[src/common/rvCorePkg.sv]
package rvCorePkg;

  localparam int unsigned xlen = 32;

  typedef logic [xlen-1:0] word_t;

  // ====================
  // Major opcodes
  // ====================
  localparam logic [6:0] opLui    = 7'b0110111;
  localparam logic [6:0] opAuipc  = 7'b0010111;
  localparam logic [6:0] opJal    = 7'b1101111;
  localparam logic [6:0] opJalr   = 7'b1100111;
  localparam logic [6:0] opOpImm  = 7'b0010011;
  localparam logic [6:0] opOp     = 7'b0110011;
  localparam logic [6:0] opLoad   = 7'b0000011;
  localparam logic [6:0] opStore  = 7'b0100011;
  localparam logic [6:0] opSystem = 7'b1110011;

  // ====================
  // Control encodings
  // ====================
  typedef enum logic [1:0] {
    aluAdd   = 2'd0,
    aluSub   = 2'd1,
    aluPassB = 2'd2
  } aluOp_e;

  // Same order as the write-back key
  typedef enum logic [1:0] {
    wbMem     = 2'd0,
    wbAlu     = 2'd1,
    wbPcPlus4 = 2'd2
  } wbSel_e;

  typedef enum logic [2:0] {
    immI = 3'd0,
    immS = 3'd1,
    immU = 3'd2,
    immJ = 3'd3
  } immSel_e;

  // One bundle per instruction
  typedef struct packed {
    logic    regWrite;
    logic    memWrite;
    wbSel_e  wbSel;
    logic    aluASel;   // 1 selects pc
    logic    aluBSel;   // 1 selects imm
    aluOp_e  aluOp;
    immSel_e immSel;
    logic    jump;      // next pc from ALU result
    logic    halt;      // ebreak
  } ctrl_t;

endpackage

[src/verilog/alu.sv]
`timescale 1ns/10ps

module alu (
  input  rvCorePkg::word_t  a,
  input  rvCorePkg::word_t  b,
  input  rvCorePkg::aluOp_e op,
  output rvCorePkg::word_t  result
);

  always_comb begin
    case (op)
      rvCorePkg::aluAdd: begin
        result = a + b;
      end
      rvCorePkg::aluSub: begin
        result = a - b;
      end
      // lui
      rvCorePkg::aluPassB: begin
        result = b;
      end
      default: begin
        result = '0;
      end
    endcase
  end

endmodule

[src/verilog/immGen.sv]
`timescale 1ns/10ps

module immGen (
  input  rvCorePkg::word_t   inst,
  input  rvCorePkg::immSel_e immSel,
  output rvCorePkg::word_t   imm
);

  always_comb begin
    case (immSel)
      rvCorePkg::immI: begin
        imm = {{20{inst[31]}}, inst[31:20]};
      end
      rvCorePkg::immS: begin
        imm = {{20{inst[31]}}, inst[31:25], inst[11:7]};
      end
      rvCorePkg::immU: begin
        imm = {inst[31:12], 12'b0};
      end
      rvCorePkg::immJ: begin
        // Scrambled jal offset, always even
        imm = {{12{inst[31]}}, inst[19:12], inst[20], inst[30:21], 1'b0};
      end
      default: begin
        imm = '0;
      end
    endcase
  end

endmodule

[src/verilog/regFile.sv]
`timescale 1ns/10ps

module regFile #(
  parameter int unsigned regAddrW = 5
) (
  input  logic                clk,
  input  logic                arstN,
  input  logic                wEn,
  input  logic [regAddrW-1:0] wAddr,
  input  logic [regAddrW-1:0] rAddr1,
  input  logic [regAddrW-1:0] rAddr2,
  input  rvCorePkg::word_t    wData,
  output rvCorePkg::word_t    rData1,
  output rvCorePkg::word_t    rData2
);

  localparam int unsigned nRegs = 2 ** regAddrW;

  rvCorePkg::word_t regs [nRegs];

  always_ff @(posedge clk or negedge arstN) begin
    if (!arstN) begin
      for (int i = 0; i < nRegs; i++) begin
        regs[i] <= '0;
      end
    end else if (wEn && wAddr != '0) begin
      regs[wAddr] <= wData;
    end
  end

  // x0 reads as zero
  assign rData1 = (rAddr1 == '0) ? '0 : regs[rAddr1];
  assign rData2 = (rAddr2 == '0) ? '0 : regs[rAddr2];

endmodule

[src/verilog/rvDecoder.sv]
`timescale 1ns/10ps

module rvDecoder (
  input  rvCorePkg::word_t inst,
  input  logic             fetchValid,
  output rvCorePkg::ctrl_t ctrl
);

  rvCorePkg::ctrl_t dec;
  logic [2:0]       funct3;
  logic             funct7b5;

  assign funct3   = inst[14:12];
  assign funct7b5 = inst[30];

  // ====================
  // Opcode decode
  // ====================
  always_comb begin
    dec = '0;
    case (inst[6:0])
      rvCorePkg::opLui: begin
        dec.regWrite = 1'b1;
        dec.wbSel    = rvCorePkg::wbAlu;
        dec.aluBSel  = 1'b1;
        dec.aluOp    = rvCorePkg::aluPassB;
        dec.immSel   = rvCorePkg::immU;
      end
      rvCorePkg::opAuipc: begin
        dec.regWrite = 1'b1;
        dec.wbSel    = rvCorePkg::wbAlu;
        dec.aluASel  = 1'b1;
        dec.aluBSel  = 1'b1;
        dec.immSel   = rvCorePkg::immU;
      end
      rvCorePkg::opJal: begin
        dec.regWrite = 1'b1;
        dec.wbSel    = rvCorePkg::wbPcPlus4;
        dec.aluASel  = 1'b1;
        dec.aluBSel  = 1'b1;
        dec.immSel   = rvCorePkg::immJ;
        dec.jump     = 1'b1;
      end
      rvCorePkg::opJalr: begin
        if (funct3 == 3'b000) begin
          dec.regWrite = 1'b1;
          dec.wbSel    = rvCorePkg::wbPcPlus4;
          dec.aluBSel  = 1'b1;
          dec.immSel   = rvCorePkg::immI;
          dec.jump     = 1'b1;
        end
      end
      rvCorePkg::opOpImm: begin
        // addi only
        if (funct3 == 3'b000) begin
          dec.regWrite = 1'b1;
          dec.wbSel    = rvCorePkg::wbAlu;
          dec.aluBSel  = 1'b1;
          dec.immSel   = rvCorePkg::immI;
        end
      end
      rvCorePkg::opOp: begin
        if (funct3 == 3'b000) begin
          dec.regWrite = 1'b1;
          dec.wbSel    = rvCorePkg::wbAlu;
          dec.aluOp    = funct7b5 ? rvCorePkg::aluSub : rvCorePkg::aluAdd;
        end
      end
      rvCorePkg::opLoad: begin
        // lw only
        if (funct3 == 3'b010) begin
          dec.regWrite = 1'b1;
          dec.wbSel    = rvCorePkg::wbMem;
          dec.aluBSel  = 1'b1;
          dec.immSel   = rvCorePkg::immI;
        end
      end
      rvCorePkg::opStore: begin
        if (funct3 == 3'b010) begin
          dec.memWrite = 1'b1;
          dec.aluBSel  = 1'b1;
          dec.immSel   = rvCorePkg::immS;
        end
      end
      rvCorePkg::opSystem: begin
        // ebreak, not ecall
        if (funct3 == 3'b000 && inst[31:20] == 12'd1) begin
          dec.halt = 1'b1;
        end
      end
      default: dec = '0;
    endcase
  end

  // Side effects only on a valid fetch
  always_comb begin
    ctrl = dec;
    if (!fetchValid) begin
      ctrl.regWrite = 1'b0;
      ctrl.memWrite = 1'b0;
      ctrl.jump     = 1'b0;
      ctrl.halt     = 1'b0;
    end
  end

endmodule

[src/verilog/pcUnit.sv]
`timescale 1ns/10ps

module pcUnit #(
  parameter rvCorePkg::word_t resetVector = 32'h8000_0000
) (
  input  logic             clk,
  input  logic             arstN,
  input  logic             jump,
  input  logic             halt,
  input  rvCorePkg::word_t target,
  output rvCorePkg::word_t pc,
  output rvCorePkg::word_t pcPlus4,
  output logic             fetchValid,
  output logic             halted
);

  rvCorePkg::word_t nextPc;
  logic             started;

  assign pcPlus4    = pc + 32'd4;
  // jalr target needs bit 0 cleared
  assign nextPc     = jump ? {target[31:1], 1'b0} : pcPlus4;
  assign fetchValid = started && !halted;

  always_ff @(posedge clk or negedge arstN) begin
    if (!arstN) begin
      pc      <= resetVector;
      started <= 1'b0;
      halted  <= 1'b0;
    end else begin
      // One settling cycle after reset
      started <= 1'b1;
      if (halt) begin
        halted <= 1'b1;
      end else if (fetchValid) begin
        pc <= nextPc;
      end
    end
  end

endmodule

[src/verilog/rvCoreTop.sv]
`timescale 1ns/10ps

module rvCoreTop #(
  parameter rvCorePkg::word_t resetVector = 32'h8000_0000,
  parameter int unsigned      regAddrW    = 5
) (
  input  logic             clk,
  input  logic             arstN,
  input  rvCorePkg::word_t inst,
  input  rvCorePkg::word_t memRData,
  output rvCorePkg::word_t pc,
  output rvCorePkg::word_t memAddr,
  output rvCorePkg::word_t memWData,
  output logic             memWEn,
  output logic             halted
);

  rvCorePkg::ctrl_t   ctrl;
  rvCorePkg::word_t   pcPlus4;
  rvCorePkg::word_t   imm;
  rvCorePkg::word_t   rData1;
  rvCorePkg::word_t   rData2;
  rvCorePkg::word_t   aluA;
  rvCorePkg::word_t   aluB;
  rvCorePkg::word_t   aluResult;
  rvCorePkg::word_t   regWData;
  logic               fetchValid;
  logic [regAddrW-1:0] rs1;
  logic [regAddrW-1:0] rs2;
  logic [regAddrW-1:0] rd;

  // ====================
  // Fetch and decode
  // ====================
  pcUnit #(
    .resetVector(resetVector)
  ) i_pcUnit (
    .clk       (clk),
    .arstN     (arstN),
    .jump      (ctrl.jump),
    .halt      (ctrl.halt),
    .target    (aluResult),
    .pc        (pc),
    .pcPlus4   (pcPlus4),
    .fetchValid(fetchValid),
    .halted    (halted)
  );

  rvDecoder i_rvDecoder (
    .inst      (inst),
    .fetchValid(fetchValid),
    .ctrl      (ctrl)
  );

  immGen i_immGen (
    .inst  (inst),
    .immSel(ctrl.immSel),
    .imm   (imm)
  );

  assign rs1 = inst[15 +: regAddrW];
  assign rs2 = inst[20 +: regAddrW];
  assign rd  = inst[7 +: regAddrW];

  regFile #(
    .regAddrW(regAddrW)
  ) i_regFile (
    .clk   (clk),
    .arstN (arstN),
    .wEn   (ctrl.regWrite),
    .wAddr (rd),
    .rAddr1(rs1),
    .rAddr2(rs2),
    .wData (regWData),
    .rData1(rData1),
    .rData2(rData2)
  );

  // ====================
  // Execute and memory
  // ====================
  assign aluA = ctrl.aluASel ? pc : rData1;
  assign aluB = ctrl.aluBSel ? imm : rData2;

  alu i_alu (
    .a     (aluA),
    .b     (aluB),
    .op    (ctrl.aluOp),
    .result(aluResult)
  );

  assign memAddr  = aluResult;
  assign memWData = rData2;
  assign memWEn   = ctrl.memWrite;

  // Write-back select
  always_comb begin
    case (ctrl.wbSel)
      rvCorePkg::wbMem:     regWData = memRData;
      rvCorePkg::wbAlu:     regWData = aluResult;
      rvCorePkg::wbPcPlus4: regWData = pcPlus4;
      default:              regWData = '0;
    endcase
  end

endmodule

[config.mk]
export PLATFORM = sky130hd
export DESIGN_NAME = rvCoreTop
export DESIGN_NICKNAME = d
export VERILOG_FILES = /design/src/common/rvCorePkg.sv /design/src/verilog/alu.sv /design/src/verilog/immGen.sv /design/src/verilog/regFile.sv /design/src/verilog/rvDecoder.sv /design/src/verilog/pcUnit.sv /design/src/verilog/rvCoreTop.sv
export SDC_FILE = /design/constraint.sdc
export NUM_CORES = 2
export LEC_CHECK = 0
export BUFFER_PORTS_ARGS = -buffer_cell sky130_fd_sc_hd__buf_2
export CAP_MARGIN = 10
export CORE_MARGIN = 1.5
export CORE_UTILIZATION = 55
export DETAILED_ROUTE_END_ITERATION = 16
export PLACE_DENSITY = 0.77
export SLEW_MARGIN = 40
export SYNTH_ARGS = -nofsm -noshare
export SYNTH_HDL_FRONTEND = slang
export SYNTH_SLANG_ARGS = --single-unit
[constraint.sdc]
create_clock -name clk -period 8.4 [get_ports clk]
set_input_delay 0.84 -clock clk [delete_from_list [all_inputs] [get_ports clk]]
set_output_delay 0.84 -clock clk [all_outputs]
set_load 0.03 [all_outputs]
==> out/qor.yml <==
yosys:
  synthAdderAreaFrac: 0.00728
  synth_top_cell_area_share: 0.445
  synth_top_family_by_area: "compound AO/OA/AOI/OAI gates"
  yosys.area_share.simple: 0.116
  yosysSeqAreaShare: 0.445
  synth_fp_nets: 6190
  synthXorXnorAreaFrac: 0.0121
  synth.avg_cell_area_sq_um: 9.76
  synthDistinctLibCells: 89
  synth_compound_area_frac: 0.190
  synth_flop_cell: "dfrtp_1"
  synth-seq-cells: 1057
  ys_top_cells_by_area: "dfrtp_1, mux4_2, o21ai_0, mux2i_1, nand2_1"
  netlist_instances: 6090
  yosys.area.top_type: "dfrtp_1"
  yosys_warnings: 0
  synthMuxAreaShare: 0.184
  syn-cell-area_sq_mm: 0.0594
  synth_edf_count: 0
  async_reset_ff_frac: 1.00
timing:
  whs_ns: 0.0363
  slew_violations: 0
  fin_setup_tns_ns: 0
  worst_slew_pin_slew_ns: 0.897
  min_period_over_period: 0.958
  period_needed_ns: 8.04
  hold_violations: 0
  rsz0062_at_grt: "no"
  finClkSkew_ns: 0.0421
  fmaxAchievable_mhz: 124
  setup_violations: 0
  slew_headroom: 0.396
setup_path:
  cp_slowest_cell: "a211oi_1"
  r2r_slack_ns: 1.68
  crit_path_start_kind: "input port"
  cp-end-kind: "primary output"
  cp_top_family: "compound AO/OA/AOI/OAI gates"
  arrival_ns: 7.20
  critPathMaxStageDelay_ns: 0.59
  cp.depth: 23
  reg2regPathDepth: 21
  crit_buf_inv: 5
  cpMostUsedCell: "nor2_1"
  required_ns: 7.56
  crit_path_cell_trace: "buf_12, buf_12, buf_6, mux4_2, a22oi_1, o21ai_1, a211oi_1, o211ai_1, a21o_1, or2_2, nor2_1, nor2_1, xnor2_1, ha_1, o21ai_0, a22o_1, a211oi_2, o21a_1, nor2_1, a2111oi_1, nand2_2, inv_1, buf_2"
  path_class: "input port to primary output"
  critPathMaxFanout: 38
floorplanning:
  dieWidth_um: 332
  ios: 164
  dieArea_sq_mm: 0.110
  row_count: 120
  core_sq_mm: 0.107
  fp.dieH_um: 332
  start_util: 0.555
clock_network:
  cts.path.max_buffers: 3
  cts_buffers: 110
  clock_latency_ns: 0.74
  root_buffer: "clkbuf_16"
  cts.clk_slew.worst_paths_ns: 0.06
  cts_tree: "built"
  htreeDepth: 3
  numClockSinks: 1057
  cts_hold_buf: 0
pwr:
  peakVddDrop_uv: 166
  power.leakage_nw: 28.9
  power_density_mw_per_mm2: 188
  finalPower_w: 0.0125
global_route:
  grt_max_degree: 162
  grt.total_usage: 0.401
  grt_pass1_vias: 51282
  antenna_found_initial: 21
  grt-busiest-layer: "met2"
  grt_pass1_wl_mm: 331
  grt_util_met1: 0.518
  grt_use_met2: 0.575
  grt_use_met3: 0.149
  grt_overflow: 0
place:
  dpl.hpwl_mm: 137
  place_congestion: 1.02
  io_buffers: 162
run:
  cap_violations: 0
drt:
  dr.pass1.iters: 6
  routed-via-count: 52638
  drtIter0Drc: 7772
  wl_per_cell_um: 29.7
  ant_nets: 0
  postRouteWirelength_mm: 222
  drc_errors: 0
  via_per_inst: 7.03
outcome:
  outcome: "completed"
finish:
  layout-drive-gt1-share: 0.171
  fin_nets: 6091
  area_delta_synth_final_pct: 11.5
hold_path:
  hp-class: "input port to asynchronous set/reset pin"
## timing repair
action	in CTS	in global routing
resized for setup	0	6
endpoints found under the setup margin	0	1
buffers inserted	0	0
## cell usage after synthesis (7+ instances only)
| library cell | instances |
|---|---|
| mux2i_1 | 448 |
| nand3_1 | 85 |
| buf_2 | 28 |
| and4_1 | 8 |
| and3b_1 | 7 |
| buf_6 | 23 |
| a211oi_1 | 10 |
| and3_1 | 27 |
| a221oi_1 | 176 |
| or3_1 | 9 |
| o211ai_1 | 55 |
| o221ai_1 | 12 |
| dfrtp_1 | 1056 |
| nor3b_1 | 8 |
| nor3_1 | 28 |
| inv_1 | 33 |
| o21a_1 | 14 |
| buf_1 | 55 |
| a22o_1 | 11 |
| buf_4 | 9 |
| xor2_1 | 40 |
| nand4_1 | 19 |
| a21oi_1 | 123 |
| nor2b_1 | 11 |
| o21ai_0 | 1123 |
| o31ai_1 | 15 |
| nand2b_1 | 11 |
| a21o_1 | 27 |
| mux2_2 | 37 |
| clkbuf_1 | 512 |
| a32oi_1 | 7 |
| ha_1 | 33 |
| mux4_2 | 265 |
| o31ai_2 | 29 |
| and2_1 | 18 |
| nor2_1 | 238 |
| xnor2_1 | 42 |
| a22oi_1 | 154 |
| o21ai_1 | 10 |
| a31oi_1 | 13 |
| a221o_1 | 14 |
| o22ai_1 | 9 |
| nand2_1 | 1136 |
| nand3b_1 | 11 |
## logic make-up (layout without fill, tap and decap cells)
logic type,Yosys count,after routing
multiplexers,754,754
flip-flops,1057,1057
XOR/XNOR,82,82
AND/OR/NAND/NOR,1643,1643
other,2,5
adder cells (fa/ha/maj),34,34
AO/OA/AOI/OAI,1855,1855
buffers and inverters,663,655
## placed cells by master, fill, tap and decap left out, types with 23 or more instances in the layout
cell / count
buf_2: 156
inv_1: 31
a21oi_1: 120
a221oi_1: 148
buf_12: 29
nand2_2: 24
nand2_1: 1102
xor2_1: 40
xnor2_1: 42
dfrtp_1: 1056
nor2_1: 229
mux2i_1: 448
o21ai_0: 1120
and3_1: 27
buf_4: 199
clkinv_2: 23
mux2_2: 37
o211ai_1: 55
o31ai_2: 29
nand3_1: 85
a22oi_1: 153
nor3_1: 27
clkbuf_8: 26
clkbuf_16: 110
a21o_1: 27
ha_1: 33
clkbuf_1: 24
mux4_2: 265
## cell type report
type / count / area, sq um
antenna: 3 / 7.51
multi-input combinational: 4370 / 30900
tap: 1403 / 1760
inverter: 34 / 129
clock buffer: 159 / 3190
sequential: 1057 / 26500
clock inverter: 44 / 449
timing repair buffer: 418 / 3370
fill: 8493 / 40800
## worst paths after layout
check,startpoint,to
max,inst[20],memAddr[31]
min,arstN,i_regFile.regs[895]$_DFFE_PN0P_
max reg2reg,i_regFile.regs[515]$_DFFE_PN0P_,i_regFile.regs[639]$_DFFE_PN0P_
min reg2reg,i_regFile.regs[996]$_DFFE_PN0P_,i_regFile.regs[996]$_DFFE_PN0P_
max in group asynchronous,arstN,i_regFile.regs[294]$_DFFE_PN0P_
min in group clk,i_regFile.regs[996]$_DFFE_PN0P_,i_regFile.regs[996]$_DFFE_PN0P_
## registers in the layout, summed over array words and instances (netlist names)
name	count
i_pcUnit.halted	1
i_pcUnit.started	1
i_regFile.regs	1024
i_pcUnit.pc	31
## metrics by stage
stage	instance area, sq um	worst slack, ns	utilization	instances
floorplan	59400	0.621	-	6090
global placement	62100	0.205	0.580	7270
detailed placement	62500	0.0688	0.583	7278
CTS	66100	0.0472	0.617	7481
global route	66200	0.0213	0.619	7486
finish	66300	0.357	0.619	7488
## per-layer routing
layer	vias to the layer above	part of all wire
met5	-	0.0011
met3	1047	0.15
met4	26	0.072
met1	25641	0.36
met2	3992	0.42
li1	21932	-
## report_power, final
group / leakage (nW) / switching [W] / total (W) / internal [W]
sequential: 14.7 / 0.000135 / 0.00533 / 0.00519
combinational: 12.5 / 0.00150 / 0.00217 / 0.000668
clock: 1.79 / 0.00218 / 0.00498 / 0.00280
(Power assumes the default switching activity.)
